## src/crc_check_pkg.sv

```systemverilog
// ==================================================================
// CRC check shared types
// Link word, lane, CRC values, validation packet and control state
// ==================================================================

package crc_check_pkg;

   // One link data word as carried by the stream
   typedef logic [63:0] data_word_t;

   // Slice of a data word folded into one engine per beat
   typedef logic [15:0] lane_t;

   // CRC value widths
   typedef logic [15:0] crc16_t;
   typedef logic [7:0]  crc8_t;

   // Validation packet layout, most significant field first
   typedef struct packed {
      logic [7:0] reserved;
      crc8_t      crcvw;
      crc16_t     crc45;
      crc16_t     crc23;
      crc16_t     crc01;
   } vd_pkt_t;

   // Computed CRCs of one frame, one per lane engine
   typedef struct packed {
      crc16_t crc01;
      crc16_t crc23;
      crc16_t crc45;
      crc8_t  crcvw;
   } crc_set_t;

   // Control FSM states
   typedef enum logic {
      ST_INIT,
      ST_STREAM
   } ctrl_state_t;

endpackage

```

## src/crc_lane_engine.sv

```systemverilog
// ==================================================================
// CRC lane engine
// Folds one 16-bit lane per beat into a running CRC, MSB first
// ==================================================================

module crc_lane_engine #(
   parameter int unsigned      CRC_W = 16,
   parameter logic [CRC_W-1:0] POLY  = 16'h1021,
   parameter logic [CRC_W-1:0] INIT  = 16'hFFFF
) (
   input  logic                  clk_i,
   input  logic                  rst_n_i,
   input  crc_check_pkg::lane_t  lane_i,
   input  logic                  beat_en_i,
   input  logic                  restart_i,
   output logic [CRC_W-1:0]      crc_o
);

   import crc_check_pkg::*;

   localparam int unsigned LANE_W = $bits(lane_t);

   // Running CRC of the frame in progress
   logic [CRC_W-1:0] crc_q;

   // Unrolled equivalent of LANE_W serial shifts
   function automatic logic [CRC_W-1:0] crc_fold(
      input logic [CRC_W-1:0] crc_in,
      input lane_t            lane
   );
      logic [CRC_W-1:0] crc;
      logic             fb;
      crc = crc_in;
      for (int i = LANE_W - 1; i >= 0; i--) begin
         fb  = crc[CRC_W-1] ^ lane[i];
         crc = {crc[CRC_W-2:0], 1'b0};
         if (fb) begin
            crc = crc ^ POLY;
         end
      end
      return crc;
   endfunction

   // Restart is held by control through reset, so crc_q starts at INIT
   always_ff @(posedge clk_i) begin
      if (restart_i) begin
         // Finished frame goes out, next frame starts from INIT
         crc_o <= crc_q;
         crc_q <= INIT;
      end else if (beat_en_i) begin
         crc_q <= crc_fold(crc_q, lane_i);
      end
   end

   // A boundary beat never carries lane data into the CRC
   a_no_step_on_restart :
   assert property (@(posedge clk_i) disable iff (!rst_n_i)
      !(beat_en_i && restart_i))
   else $fatal(1, "beat_en_i and restart_i both high at %m");

endmodule

```

## src/crc_check_ctrl.sv

```systemverilog
// ==================================================================
// CRC check control
// Stream handshake, frame boundary decode and check strobes
// ==================================================================

module crc_check_ctrl (
   input  logic clk_i,
   input  logic rst_n_i,
   input  logic s_tvalid_i,
   input  logic s_boundary_i,
   output logic s_tready_o,
   output logic beat_en_o,
   output logic restart_o,
   output logic crc_boundary_o,
   output logic crc_valid_o
);

   import crc_check_pkg::*;

   ctrl_state_t state_q;
   ctrl_state_t state_d;
   logic        accept;
   logic        crc_valid_q;

   // ST_INIT lasts one cycle so the engines load their initial value
   always_comb begin
      state_d = state_q;
      case (state_q)
         ST_INIT: begin
            state_d = ST_STREAM;
         end
         ST_STREAM: begin
            state_d = ST_STREAM;
         end
         default: begin
            state_d = ST_INIT;
         end
      endcase
   end

   always_ff @(posedge clk_i) begin
      if (!rst_n_i) begin
         state_q <= ST_INIT;
      end else begin
         state_q <= state_d;
      end
   end

   assign s_tready_o = (state_q == ST_STREAM);
   assign accept     = s_tvalid_i && s_tready_o;

   // Decode of each accepted beat
   assign beat_en_o      = accept && !s_boundary_i;
   assign crc_boundary_o = accept && s_boundary_i;
   assign restart_o      = crc_boundary_o || (state_q == ST_INIT);

   // Engine outputs settle one cycle after the boundary
   always_ff @(posedge clk_i) begin
      if (!rst_n_i) begin
         crc_valid_q <= 1'b0;
      end else begin
         crc_valid_q <= crc_boundary_o;
      end
   end

   assign crc_valid_o = crc_valid_q;

   a_valid_follows_boundary :
   assert property (@(posedge clk_i) disable iff (!rst_n_i)
      crc_valid_o == $past(crc_boundary_o))
   else $fatal(1, "crc_valid_o not one cycle after crc_boundary_o at %m");

   a_beat_boundary_excl :
   assert property (@(posedge clk_i) disable iff (!rst_n_i)
      !(beat_en_o && crc_boundary_o))
   else $fatal(1, "beat_en_o and crc_boundary_o both high at %m");

endmodule

```

## src/crc_vd_compare.sv

```systemverilog
// ==================================================================
// Validation packet compare
// Matches the received packet against the computed CRC set
// ==================================================================

module crc_vd_compare (
   input  logic                      clk_i,
   input  logic                      rst_n_i,
   input  crc_check_pkg::data_word_t tdata_i,
   input  logic                      crc_boundary_i,
   input  logic                      crc_valid_i,
   input  crc_check_pkg::crc_set_t   crc_i,
   output logic                      check_done_o,
   output logic                      crc_error_o
);

   import crc_check_pkg::*;

   vd_pkt_t  pkt_q;
   vd_pkt_t  s1_pkt;
   crc_set_t s1_crc;
   logic     s1_valid;
   logic     s1_mismatch;
   logic     done_q;
   logic     error_q;

   // Packet arrives on the boundary beat
   always_ff @(posedge clk_i) begin
      if (crc_boundary_i) begin
         pkt_q <= vd_pkt_t'(tdata_i);
      end
   end

   // Stage 1 pairs the packet with its frame's CRCs
   always_ff @(posedge clk_i) begin
      if (crc_valid_i) begin
         s1_pkt <= pkt_q;
         s1_crc <= crc_i;
      end
   end

   always_ff @(posedge clk_i) begin
      if (!rst_n_i) begin
         s1_valid <= 1'b0;
      end else begin
         s1_valid <= crc_valid_i;
      end
   end

   // Reserved byte takes no part in the check
   assign s1_mismatch = (s1_pkt.crc01 != s1_crc.crc01) ||
                        (s1_pkt.crc23 != s1_crc.crc23) ||
                        (s1_pkt.crc45 != s1_crc.crc45) ||
                        (s1_pkt.crcvw != s1_crc.crcvw);

   // Stage 2 result pulses
   always_ff @(posedge clk_i) begin
      if (!rst_n_i) begin
         done_q  <= 1'b0;
         error_q <= 1'b0;
      end else begin
         done_q  <= s1_valid;
         error_q <= s1_valid && s1_mismatch;
      end
   end

   assign check_done_o = done_q;
   assign crc_error_o  = error_q;

   a_error_needs_done :
   assert property (@(posedge clk_i) disable iff (!rst_n_i)
      crc_error_o |-> check_done_o)
   else $fatal(1, "crc_error_o without check_done_o at %m");

endmodule

```

## src/crc_check_checker.sv

```systemverilog
// ==================================================================
// CRC check assertion checker
// Timing of the boundary, CRC-valid and done strobes, error value
// ==================================================================

module crc_check_checker (
   input logic                      clk_i,
   input logic                      rst_n_i,
   input logic                      crc_boundary_i,
   input logic                      crc_valid_i,
   input logic                      check_done_i,
   input logic                      crc_error_i,
   input crc_check_pkg::data_word_t tdata_i,
   input crc_check_pkg::crc_set_t   crc_i
);

   import crc_check_pkg::*;

   // Own copy of the last validation packet
   vd_pkt_t vd_pkt;

   always_ff @(posedge clk_i) begin
      if (crc_boundary_i) begin
         vd_pkt <= vd_pkt_t'(tdata_i);
      end
   end

   function automatic logic pkt_mismatch(input vd_pkt_t p, input crc_set_t c);
      return (p.crc01 != c.crc01) || (p.crc23 != c.crc23) ||
             (p.crc45 != c.crc45) || (p.crcvw != c.crcvw);
   endfunction

   c_check_done :
   cover property (@(posedge clk_i) check_done_i);

   c_crc_error :
   cover property (@(posedge clk_i) crc_error_i);

   // Valid at T+1, done at T+3
   a_done_delay :
   assert property (@(posedge clk_i) disable iff (!rst_n_i)
      crc_boundary_i |-> ##1 crc_valid_i ##2 check_done_i)
   else $fatal(1, "check_done_i timing violation at %m");

   a_no_spurious_done :
   assert property (@(posedge clk_i) disable iff (!rst_n_i)
      check_done_i |-> $past(crc_valid_i, 2) && $past(crc_boundary_i, 3))
   else $fatal(1, "Spurious check_done_i at %m");

   a_no_spurious_error :
   assert property (@(posedge clk_i) disable iff (!rst_n_i)
      crc_error_i |-> check_done_i)
   else $fatal(1, "Spurious crc_error_i at %m");

   // Packet and CRC set as they stood at the T+1 edge
   a_error_correct :
   assert property (@(posedge clk_i) disable iff (!rst_n_i)
      check_done_i |-> crc_error_i == pkt_mismatch($past(vd_pkt, 2), $past(crc_i, 2)))
   else $fatal(1, "crc_error_i correctness violation at %m");

endmodule

```

## src/crc_check_top.sv

```systemverilog
// ==================================================================
// CRC check top level
// Control, four lane engines, packet compare and assertion checker
// ==================================================================

module crc_check_top #(
   parameter crc_check_pkg::crc16_t CRC16_POLY = 16'h1021,
   parameter crc_check_pkg::crc16_t CRC16_INIT = 16'hFFFF,
   parameter crc_check_pkg::crc8_t  CRC8_POLY  = 8'h07,
   parameter crc_check_pkg::crc8_t  CRC8_INIT  = 8'hFF
) (
   input  logic                      clk_i,
   input  logic                      rst_n_i,
   input  crc_check_pkg::data_word_t s_tdata_i,
   input  logic                      s_tvalid_i,
   input  logic                      s_boundary_i,
   output logic                      s_tready_o,
   output logic                      check_done_o,
   output logic                      crc_error_o
);

   import crc_check_pkg::*;

   logic     beat_en;
   logic     restart;
   logic     crc_boundary;
   logic     crc_valid;
   crc_set_t crc_set;

   crc_check_ctrl u_ctrl (
      .clk_i         (clk_i),
      .rst_n_i       (rst_n_i),
      .s_tvalid_i    (s_tvalid_i),
      .s_boundary_i  (s_boundary_i),
      .s_tready_o    (s_tready_o),
      .beat_en_o     (beat_en),
      .restart_o     (restart),
      .crc_boundary_o(crc_boundary),
      .crc_valid_o   (crc_valid)
   );

   // Bytes 0-1
   crc_lane_engine #(
      .CRC_W(16),
      .POLY (CRC16_POLY),
      .INIT (CRC16_INIT)
   ) u_crc01 (
      .clk_i    (clk_i),
      .rst_n_i  (rst_n_i),
      .lane_i   (lane_t'(s_tdata_i[15:0])),
      .beat_en_i(beat_en),
      .restart_i(restart),
      .crc_o    (crc_set.crc01)
   );

   // Bytes 2-3
   crc_lane_engine #(
      .CRC_W(16),
      .POLY (CRC16_POLY),
      .INIT (CRC16_INIT)
   ) u_crc23 (
      .clk_i    (clk_i),
      .rst_n_i  (rst_n_i),
      .lane_i   (lane_t'(s_tdata_i[31:16])),
      .beat_en_i(beat_en),
      .restart_i(restart),
      .crc_o    (crc_set.crc23)
   );

   // Bytes 4-5
   crc_lane_engine #(
      .CRC_W(16),
      .POLY (CRC16_POLY),
      .INIT (CRC16_INIT)
   ) u_crc45 (
      .clk_i    (clk_i),
      .rst_n_i  (rst_n_i),
      .lane_i   (lane_t'(s_tdata_i[47:32])),
      .beat_en_i(beat_en),
      .restart_i(restart),
      .crc_o    (crc_set.crc45)
   );

   // Bytes 6-7 use the short CRC
   crc_lane_engine #(
      .CRC_W(8),
      .POLY (CRC8_POLY),
      .INIT (CRC8_INIT)
   ) u_crcvw (
      .clk_i    (clk_i),
      .rst_n_i  (rst_n_i),
      .lane_i   (lane_t'(s_tdata_i[63:48])),
      .beat_en_i(beat_en),
      .restart_i(restart),
      .crc_o    (crc_set.crcvw)
   );

   crc_vd_compare u_compare (
      .clk_i         (clk_i),
      .rst_n_i       (rst_n_i),
      .tdata_i       (s_tdata_i),
      .crc_boundary_i(crc_boundary),
      .crc_valid_i   (crc_valid),
      .crc_i         (crc_set),
      .check_done_o  (check_done_o),
      .crc_error_o   (crc_error_o)
   );

   crc_check_checker u_checker (
      .clk_i         (clk_i),
      .rst_n_i       (rst_n_i),
      .crc_boundary_i(crc_boundary),
      .crc_valid_i   (crc_valid),
      .check_done_i  (check_done_o),
      .crc_error_i   (crc_error_o),
      .tdata_i       (s_tdata_i),
      .crc_i         (crc_set)
   );

endmodule

```

## config.mk

```make
export PLATFORM = sky130hd
export DESIGN_NAME = crc_check_top
export DESIGN_NICKNAME = d
export VERILOG_FILES = /design/src/crc_check_pkg.sv /design/src/crc_lane_engine.sv /design/src/crc_check_ctrl.sv /design/src/crc_vd_compare.sv /design/src/crc_check_checker.sv /design/src/crc_check_top.sv
export SDC_FILE = /design/constraint.sdc
export NUM_CORES = 1
export LEC_CHECK = 0
export ABC_AREA = 0
export BUFFER_PORTS_ARGS = -buffer_cell sky130_fd_sc_hd__buf_2
export CAP_MARGIN = 15
export CORE_MARGIN = 2
export CORE_UTILIZATION = 55
export CTS_CLUSTER_DIAMETER = 30
export DETAILED_ROUTE_END_ITERATION = 8
export PLACE_DENSITY = 0.73
export SETUP_SLACK_MARGIN = 0.5
export SYNTH_ARGS = -nofsm -noshare
export SYNTH_HDL_FRONTEND = slang
export SYNTH_SLANG_ARGS = --single-unit
```

## constraint.sdc

```tcl
create_clock -name clk_i -period 4.65 [get_ports clk_i]
set_input_delay 0.93 -clock clk_i [delete_from_list [all_inputs] [get_ports clk_i]]
set_output_delay 0.93 -clock clk_i [all_outputs]
set_load 0.05 [all_outputs]
```

==> impl_metrics.env, run 1 <==
export IMPL_outcome="completed"
export IMPL_vias=6006
export IMPL_synth_area_leader_cell="edfxtp_1"
export IMPL_grt_max_degree=76
export IMPL_stdcell_count=1124
export IMPL_final_common_cell="edfxtp_1"
export IMPL_arrival_ps=2840
export IMPL_antenna_found_initial=0
export IMPL_fp_row_count=52
export IMPL_ys_ff_latch=285
export IMPL_synth_cell_types=28
export IMPL_drive_gt1_frac=0.220
export IMPL_io_pin_count=71
export IMPL_hold_violations=0
export IMPL_slowest_delay_ps=560
export IMPL_port_buffers=70
export IMPL_start_util=0.563
export IMPL_relSlewSlack=0.219
export IMPL_globalplace_congestion=0.870
export IMPL_coreArea_um2=20300
export IMPL_crit_type="in -> reg"
export IMPL_layout_common_cells="edfxtp_1, xnor2_1, xor2_1"
export IMPL_yosys_area_top_type_share=0.588
export IMPL_yosysSeqAreaShare=0.695
export IMPL_slew_viol_final=0
export IMPL_yosysWarnings=0
export IMPL_async_flop_share=0
export IMPL_hold_class="reg -> reg"
export IMPL_clockBufferDepth=3
export IMPL_dieArea_um2=22000
export IMPL_cts_root_buf="clkbuf_16"
export IMPL_rsz0062_at_grt="no"
export IMPL_clk_pin_slew_worst_paths_ps=60
export IMPL_post_place_cells=1032
export IMPL_cts_tree="yes"
export IMPL_cts_htree_levels=2
export IMPL_via_per_inst=5.34
export IMPL_critPathMaxFanout=4
export IMPL_netlist_area_um2=11400
export IMPL_layout_min_cycle_time_ps=2400
export IMPL_dp_hpwl_um=14300
export IMPL_seq_area_um2=7950
export IMPL_cts_buffers=49
export IMPL_drt_wl_total_um=22200
export IMPL_cts_resized=0
export IMPL_critPathSlowestCell="xnor3_2"
export IMPL_ys_flop_type="edfxtp_1"
export IMPL_drtAntennaViolNets=0
export IMPL_cts_sinks=285
export IMPL_grt_total_usage=0.208
export IMPL_setup_viol=0
export IMPL_clk_insertion_delay_late_ps=530
export IMPL_hold_slack_ps=409
export IMPL_grt_overflow_total=0
export IMPL_cp_common_cell="xnor2_1"
export IMPL_crit_path_end_kind="register"
export IMPL_syn_area_per_cell_um2=16.3
export IMPL_fp_dieH_um=148
export IMPL_post_route_drc_count=0
export IMPL_grt_pass1_wl_um=34700
export IMPL_fin_tns_setup_ps=0
export IMPL_worst_slack_ps=2250
export IMPL_worst_pin_slew_ps=1170
export IMPL_ir_drop_uv=634
export IMPL_skew_ps=18.8
export IMPL_synthCells=701
export IMPL_dr_pass1_iters=5
export IMPL_synthesis_nets=769
export IMPL_crit_required_ps=5090
export IMPL_dieWidth_um=148
export IMPL_antenna_cells=0
export IMPL_yosys_top_cells_area="edfxtp_1, dfxtp_1, xnor2_1"
export IMPL_final_nets=881
export IMPL_syn_to_final_growth_pct=21.0
export IMPL_cts_hold_buf=0
export IMPL_fmax_mhz=417
export IMPL_cap_violations=0
export IMPL_power_mw=9.87
export IMPL_drt_iter0_drc=294
export IMPL_multi_input_comb_area_um2=3430
export IMPL_pre_cts_slack_ps=1770
export IMPL_crit_path_start_kind="input pin"
export IMPL_crit_chain="buf_2, xor2_1, xnor2_1, xnor3_2, xnor2_1, and3_1, o31ai_1"
export IMPL_wl_per_cell_um=19.7
export IMPL_cts_setup_buffers=0
export IMPL_synth_edf_count=224
export IMPL_period_share=0.515
export IMPL_p_leak_nw=4.81
export IMPL_p_per_area_nw_per_um2=713
export IMPL_fill_cells=1388
export IMPL_grt_pass1_vias=6357
## final timing paths
kind         cells after the start         startpoint  slack, ps                    to
max                              7      s_tdata_i[12]       2250     u_crc01.crc_q[12]
max reg2reg                      6  u_crc01.crc_q[14]       2370     u_crc01.crc_q[14]
min reg2reg                      0   u_crc23.crc_o[8]        410  u_compare.s1_crc[32]
min                              0   u_crc23.crc_o[8]        410  u_compare.s1_crc[32]
## Yosys cell counts, types with 2 or more instances
| master | n |
|---|---|
| xnor2_1 | 117 |
| o31ai_1 | 11 |
| nor4_1 | 11 |
| nand2_1 | 40 |
| o21ai_0 | 12 |
| nand2b_1 | 2 |
| xnor2_4 | 8 |
| o22ai_1 | 13 |
| xor2_1 | 96 |
| xnor2_2 | 4 |
| dfxtp_1 | 61 |
| xnor3_1 | 3 |
| xnor3_2 | 12 |
| and2_1 | 3 |
| and3_1 | 13 |
| clkbuf_1 | 15 |
| o22a_1 | 18 |
| nand4_1 | 6 |
| edfxtp_1 | 224 |
| nor2_1 | 13 |
| nor3_1 | 12 |
## worst max-delay path: cells and delay by family
kind | cells | cell delay (ps)
AOI/OAI and AO/OA | 1 | 240
buffers and inverters | 1 | 130
and+or+nand+nor | 1 | 180
xor gates and xnor gates | 4 | 1340
## per-stage QoR
step / instance area [um2] / util
global placement: 12100 / 0.598
finish: 13800 / 0.682
floorplan: 11400 / -
detailed placement: 12100 / 0.598
global route: 13800 / 0.682
CTS: 13800 / 0.682
## routing by layer
layer	part of all wire	vias up	wire, um	global-route usage
li1	-	2791	-	-
met5	0	-	0	0
met3	0.047	39	1040	0.0475
met4	0.027	0	591	0.0829
met2	0.50	172	11000	0.335
met1	0.43	3004	9550	0.278
## final cells by class
type                            count  share of cell area
Clock buffer                       54              0.0938
Timing Repair Buffer               77              0.0309
Sequential cell                   285               0.575
Multi-Input combinational cell    400               0.248
Tap cell                          270              0.0244
Clock inverter                     38              0.0283
## registers in the layout, indices dropped and copies added, names as in the netlist
register and cells:
u_compare.s1_crc 56, u_compare.s1_valid 1, u_crcvw.crc_q 8, u_compare.pkt_q 56, u_compare.check_done_o 1, u_compare.crc_error_o 1, u_crc23.crc_o 16, u_crc45.crc_o 16
u_crcvw.crc_o 8, u_crc45.crc_q 16, u_ctrl.s_tready_o 1, u_crc23.crc_q 16, u_compare.s1_pkt 56, u_crc01.crc_q 16, u_crc01.crc_o 16, u_ctrl.crc_valid_o 1
## report_power, final
group          total, mW  switching [mW]  internal [mW]
combinational       2.98            1.46           1.51
sequential          3.35           0.206           3.14
clock               3.55            1.27           2.28
total               9.87            2.94           6.93
## logic make-up (layout without fill, tap and decap cells)
logic type	Yosys count	in the layout	synth area share
compound gates	57	57	0.0358
xor+xnor	241	241	0.221
buf+inv	16	169	0.00536
flops	285	285	0.695
simple gates	102	102	0.0428
Note: power is estimated with default switching activity, not from simulation.
==> run 2: changes to the inputs <==
Settings changed: CORE_UTILIZATION 55 to 54, PLACE_DENSITY 0.73 to 0.75.
Clock period 4.65 ns to 2 ns, I/O delays scaled along.
==> run 2 against run 1 <==
Against the previous run:
- the run now ends with negative setup slack left
- clock skew up 2.2 ps
- utilization up 10 points
- die area up 1.8%
- global-route usage up 4.6 points
- first-iteration DRC count up 94%
- sequential cell count unchanged
- critical endpoint is now u_crc01.crc_q[15]
- highest routed layer is now met5
==> impl_metrics.env, run 2 (synthesis gave the netlist of run 1 again) <==
export IMPL_reg2reg_depth=7
export IMPL_fmax_mhz=489
export IMPL_cap_violations=0
export IMPL_critPathSlowestCell="xnor3_2"
export IMPL_dr_pass1_iters=4
export IMPL_cts_htree_levels=2
export IMPL_coreArea_um2=20900
export IMPL_grt_total_usage=0.254
export IMPL_p_leak_nw=5.94
export IMPL_cp_common_cell="xnor2_4"
export IMPL_hp_start="rst_n_i"
export IMPL_hold_depth=1
export IMPL_cts_root_buf="clkbuf_16"
export IMPL_relSlewSlack=0.584
export IMPL_rsz0062_at_grt="yes"
export IMPL_hold_violations=0
export IMPL_fin_area_um2=16400
export IMPL_p_per_area_nw_per_um2=1780
export IMPL_crit_path_start_kind="register"
export IMPL_fp_dieH_um=150
export IMPL_dieWidth_um=150
export IMPL_hold_end="u_ctrl.s_tready_o"
export IMPL_outcome="finished with violations"
export IMPL_drt_iter0_drc=570
export IMPL_syn_to_final_growth_pct=43.1
export IMPL_worst_slack_ps=-45.1
export IMPL_cts_buffers=48
export IMPL_grt_pass1_vias=7106
export IMPL_setup_viol=4
export IMPL_globalplace_congestion=0.864
export IMPL_dieArea_um2=22400
export IMPL_power_mw=29.1
export IMPL_antenna_cells=0
export IMPL_drt_wl_total_um=31600
export IMPL_critPathMaxFanout=3
export IMPL_drive_gt1_frac=0.510
export IMPL_cts_tree="yes"
export IMPL_clk_insertion_delay_late_ps=540
export IMPL_timing_rr_start="u_crc01.crc_q[15]"
export IMPL_fp_row_count=53
export IMPL_wl_per_cell_um=25.5
export IMPL_crit_type="reg -> reg"
export IMPL_clockBufferDepth=3
export IMPL_grt_max_degree=36
export IMPL_io_pin_count=71
export IMPL_drtAntennaViolNets=0
export IMPL_vias=6911
export IMPL_crit_chain="xnor2_4, buf_6, xnor3_2, xnor2_4, xor2_2, and3_4, o31ai_4"
export IMPL_slowest_delay_ps=430
export IMPL_violations="negative setup slack"
export IMPL_reg_largest_list="u_compare.pkt_q: 56 flops, u_compare.s1_crc: 56 flops, u_compare.s1_pkt: 56 flops"
export IMPL_worst_pin_slew_ps=619
export IMPL_pre_cts_slack_ps=-199
export IMPL_cts_sinks=285
export IMPL_cts_hold_buf=0
export IMPL_post_route_drc_count=0
export IMPL_final_common_cell="edfxtp_1"
export IMPL_final_nets=991
export IMPL_critPathTopFamily="XOR/XNOR gates"
export IMPL_layout_common_cells="edfxtp_1, buf_4, buf_2"
export IMPL_skew_ps=21.0
export IMPL_clk_pin_slew_worst_paths_ps=60
export IMPL_grt_overflow_total=0
export IMPL_antenna_found_initial=1
export IMPL_start_util=0.547
export IMPL_hold_class="in -> reg"
export IMPL_arrival_ps=2460
export IMPL_fill_cells=1010
export IMPL_cp_num_buf_inv=1
export IMPL_port_buffers=70
export IMPL_grt_pass1_wl_um=41500
export IMPL_r2r_end="u_crc01.crc_q[15]"
export IMPL_crit_path_end_kind="register"
export IMPL_layout_min_cycle_time_ps=2050
export IMPL_crit_required_ps=2420
export IMPL_dp_hpwl_um=16500
export IMPL_via_per_inst=5.59
export IMPL_ir_drop_uv=876
export IMPL_utilization=0.783
export IMPL_slew_viol_final=0
export IMPL_dpl_cell_area_um2=13100
export IMPL_period_share=1.02
export IMPL_rrSetupSlack_ps=-50
-- run 2: power breakdown --
part / switching [mW] / total (mW) / internal, mW / leakage, nW
sequential: 0.697 / 8.06 / 7.36 / 2.43
clock: 3.12 / 8.10 / 4.98 / 0.772
combinational: 5.81 / 12.9 / 7.09 / 2.74
-- run 2: how the worst max path moves through the flow --
stage	depth (start not counted)	slack, ps	from	to
6_report	7	-50	u_crc01.crc_q[15]	u_crc01.crc_q[15]
5_1_grt	7	-100	u_crc01.crc_q[15]	u_crc01.crc_q[15]
4_1_cts	6	70	u_crc01.crc_q[11]	u_crc01.crc_q[15]
3_5_place_dp	7	-200	s_tdata_i[31]	u_crc23.crc_q[12]
3_3_place_gp	7	-60	s_tdata_i[27]	u_crc23.crc_q[12]
2_1_floorplan	6	90	s_tdata_i[12]	u_crc01.crc_q[12]
-- run 2: repair_timing --
action	in CTS	in global routing
pin swaps	58	68
setup buffers	34	21
cloned	0	0
resized for setup	109	131
endpoints found under the setup margin	76	56
-- run 2: metal layers --
metal	GRT usage	up-vias	routed length, um
li1	-	2983	-
met1	0.318	3454	11800
met2	0.432	364	16100
met3	0.0570	108	2220
met4	0.0995	2	1470
met5	0	-	35
-- run 2: cell type report --
cell class	instances	area (um2)	area share
Sequential cell	285	8050	0.492
Multi-Input combinational cell	400	4860	0.297
Timing Repair Buffer	188	1510	0.0922
Clock buffer	50	1230	0.0752
Clock inverter	38	368	0.0225
Tap cell	275	344	0.0210
-- run 2: through the flow --
| stage | TNS, ps | std cells | hold slack (ps) |
|---|---|---|---|
| after global routing | -362 | 1236 | 23.4 |
| after CTS | 0 | 1215 | 5.99 |
| final | -133 | 1236 | 39.7 |
| after detailed placement | -487 | 1093 | 405 |
| after global placement | -126 | 1093 | 401 |
| after floorplan | 0 | 701 | 400 |
-- run 2: worst reg2reg max path, delay by kind of cell, from the launching register on --
kind / cells / cell delay [ps]
AND/OR/NAND/NOR: 1 / 230
flip-flops: 1 / 380
AO/OA/AOI/OAI: 1 / 60
buffers and inverters: 1 / 140
XOR/XNOR: 4 / 1110
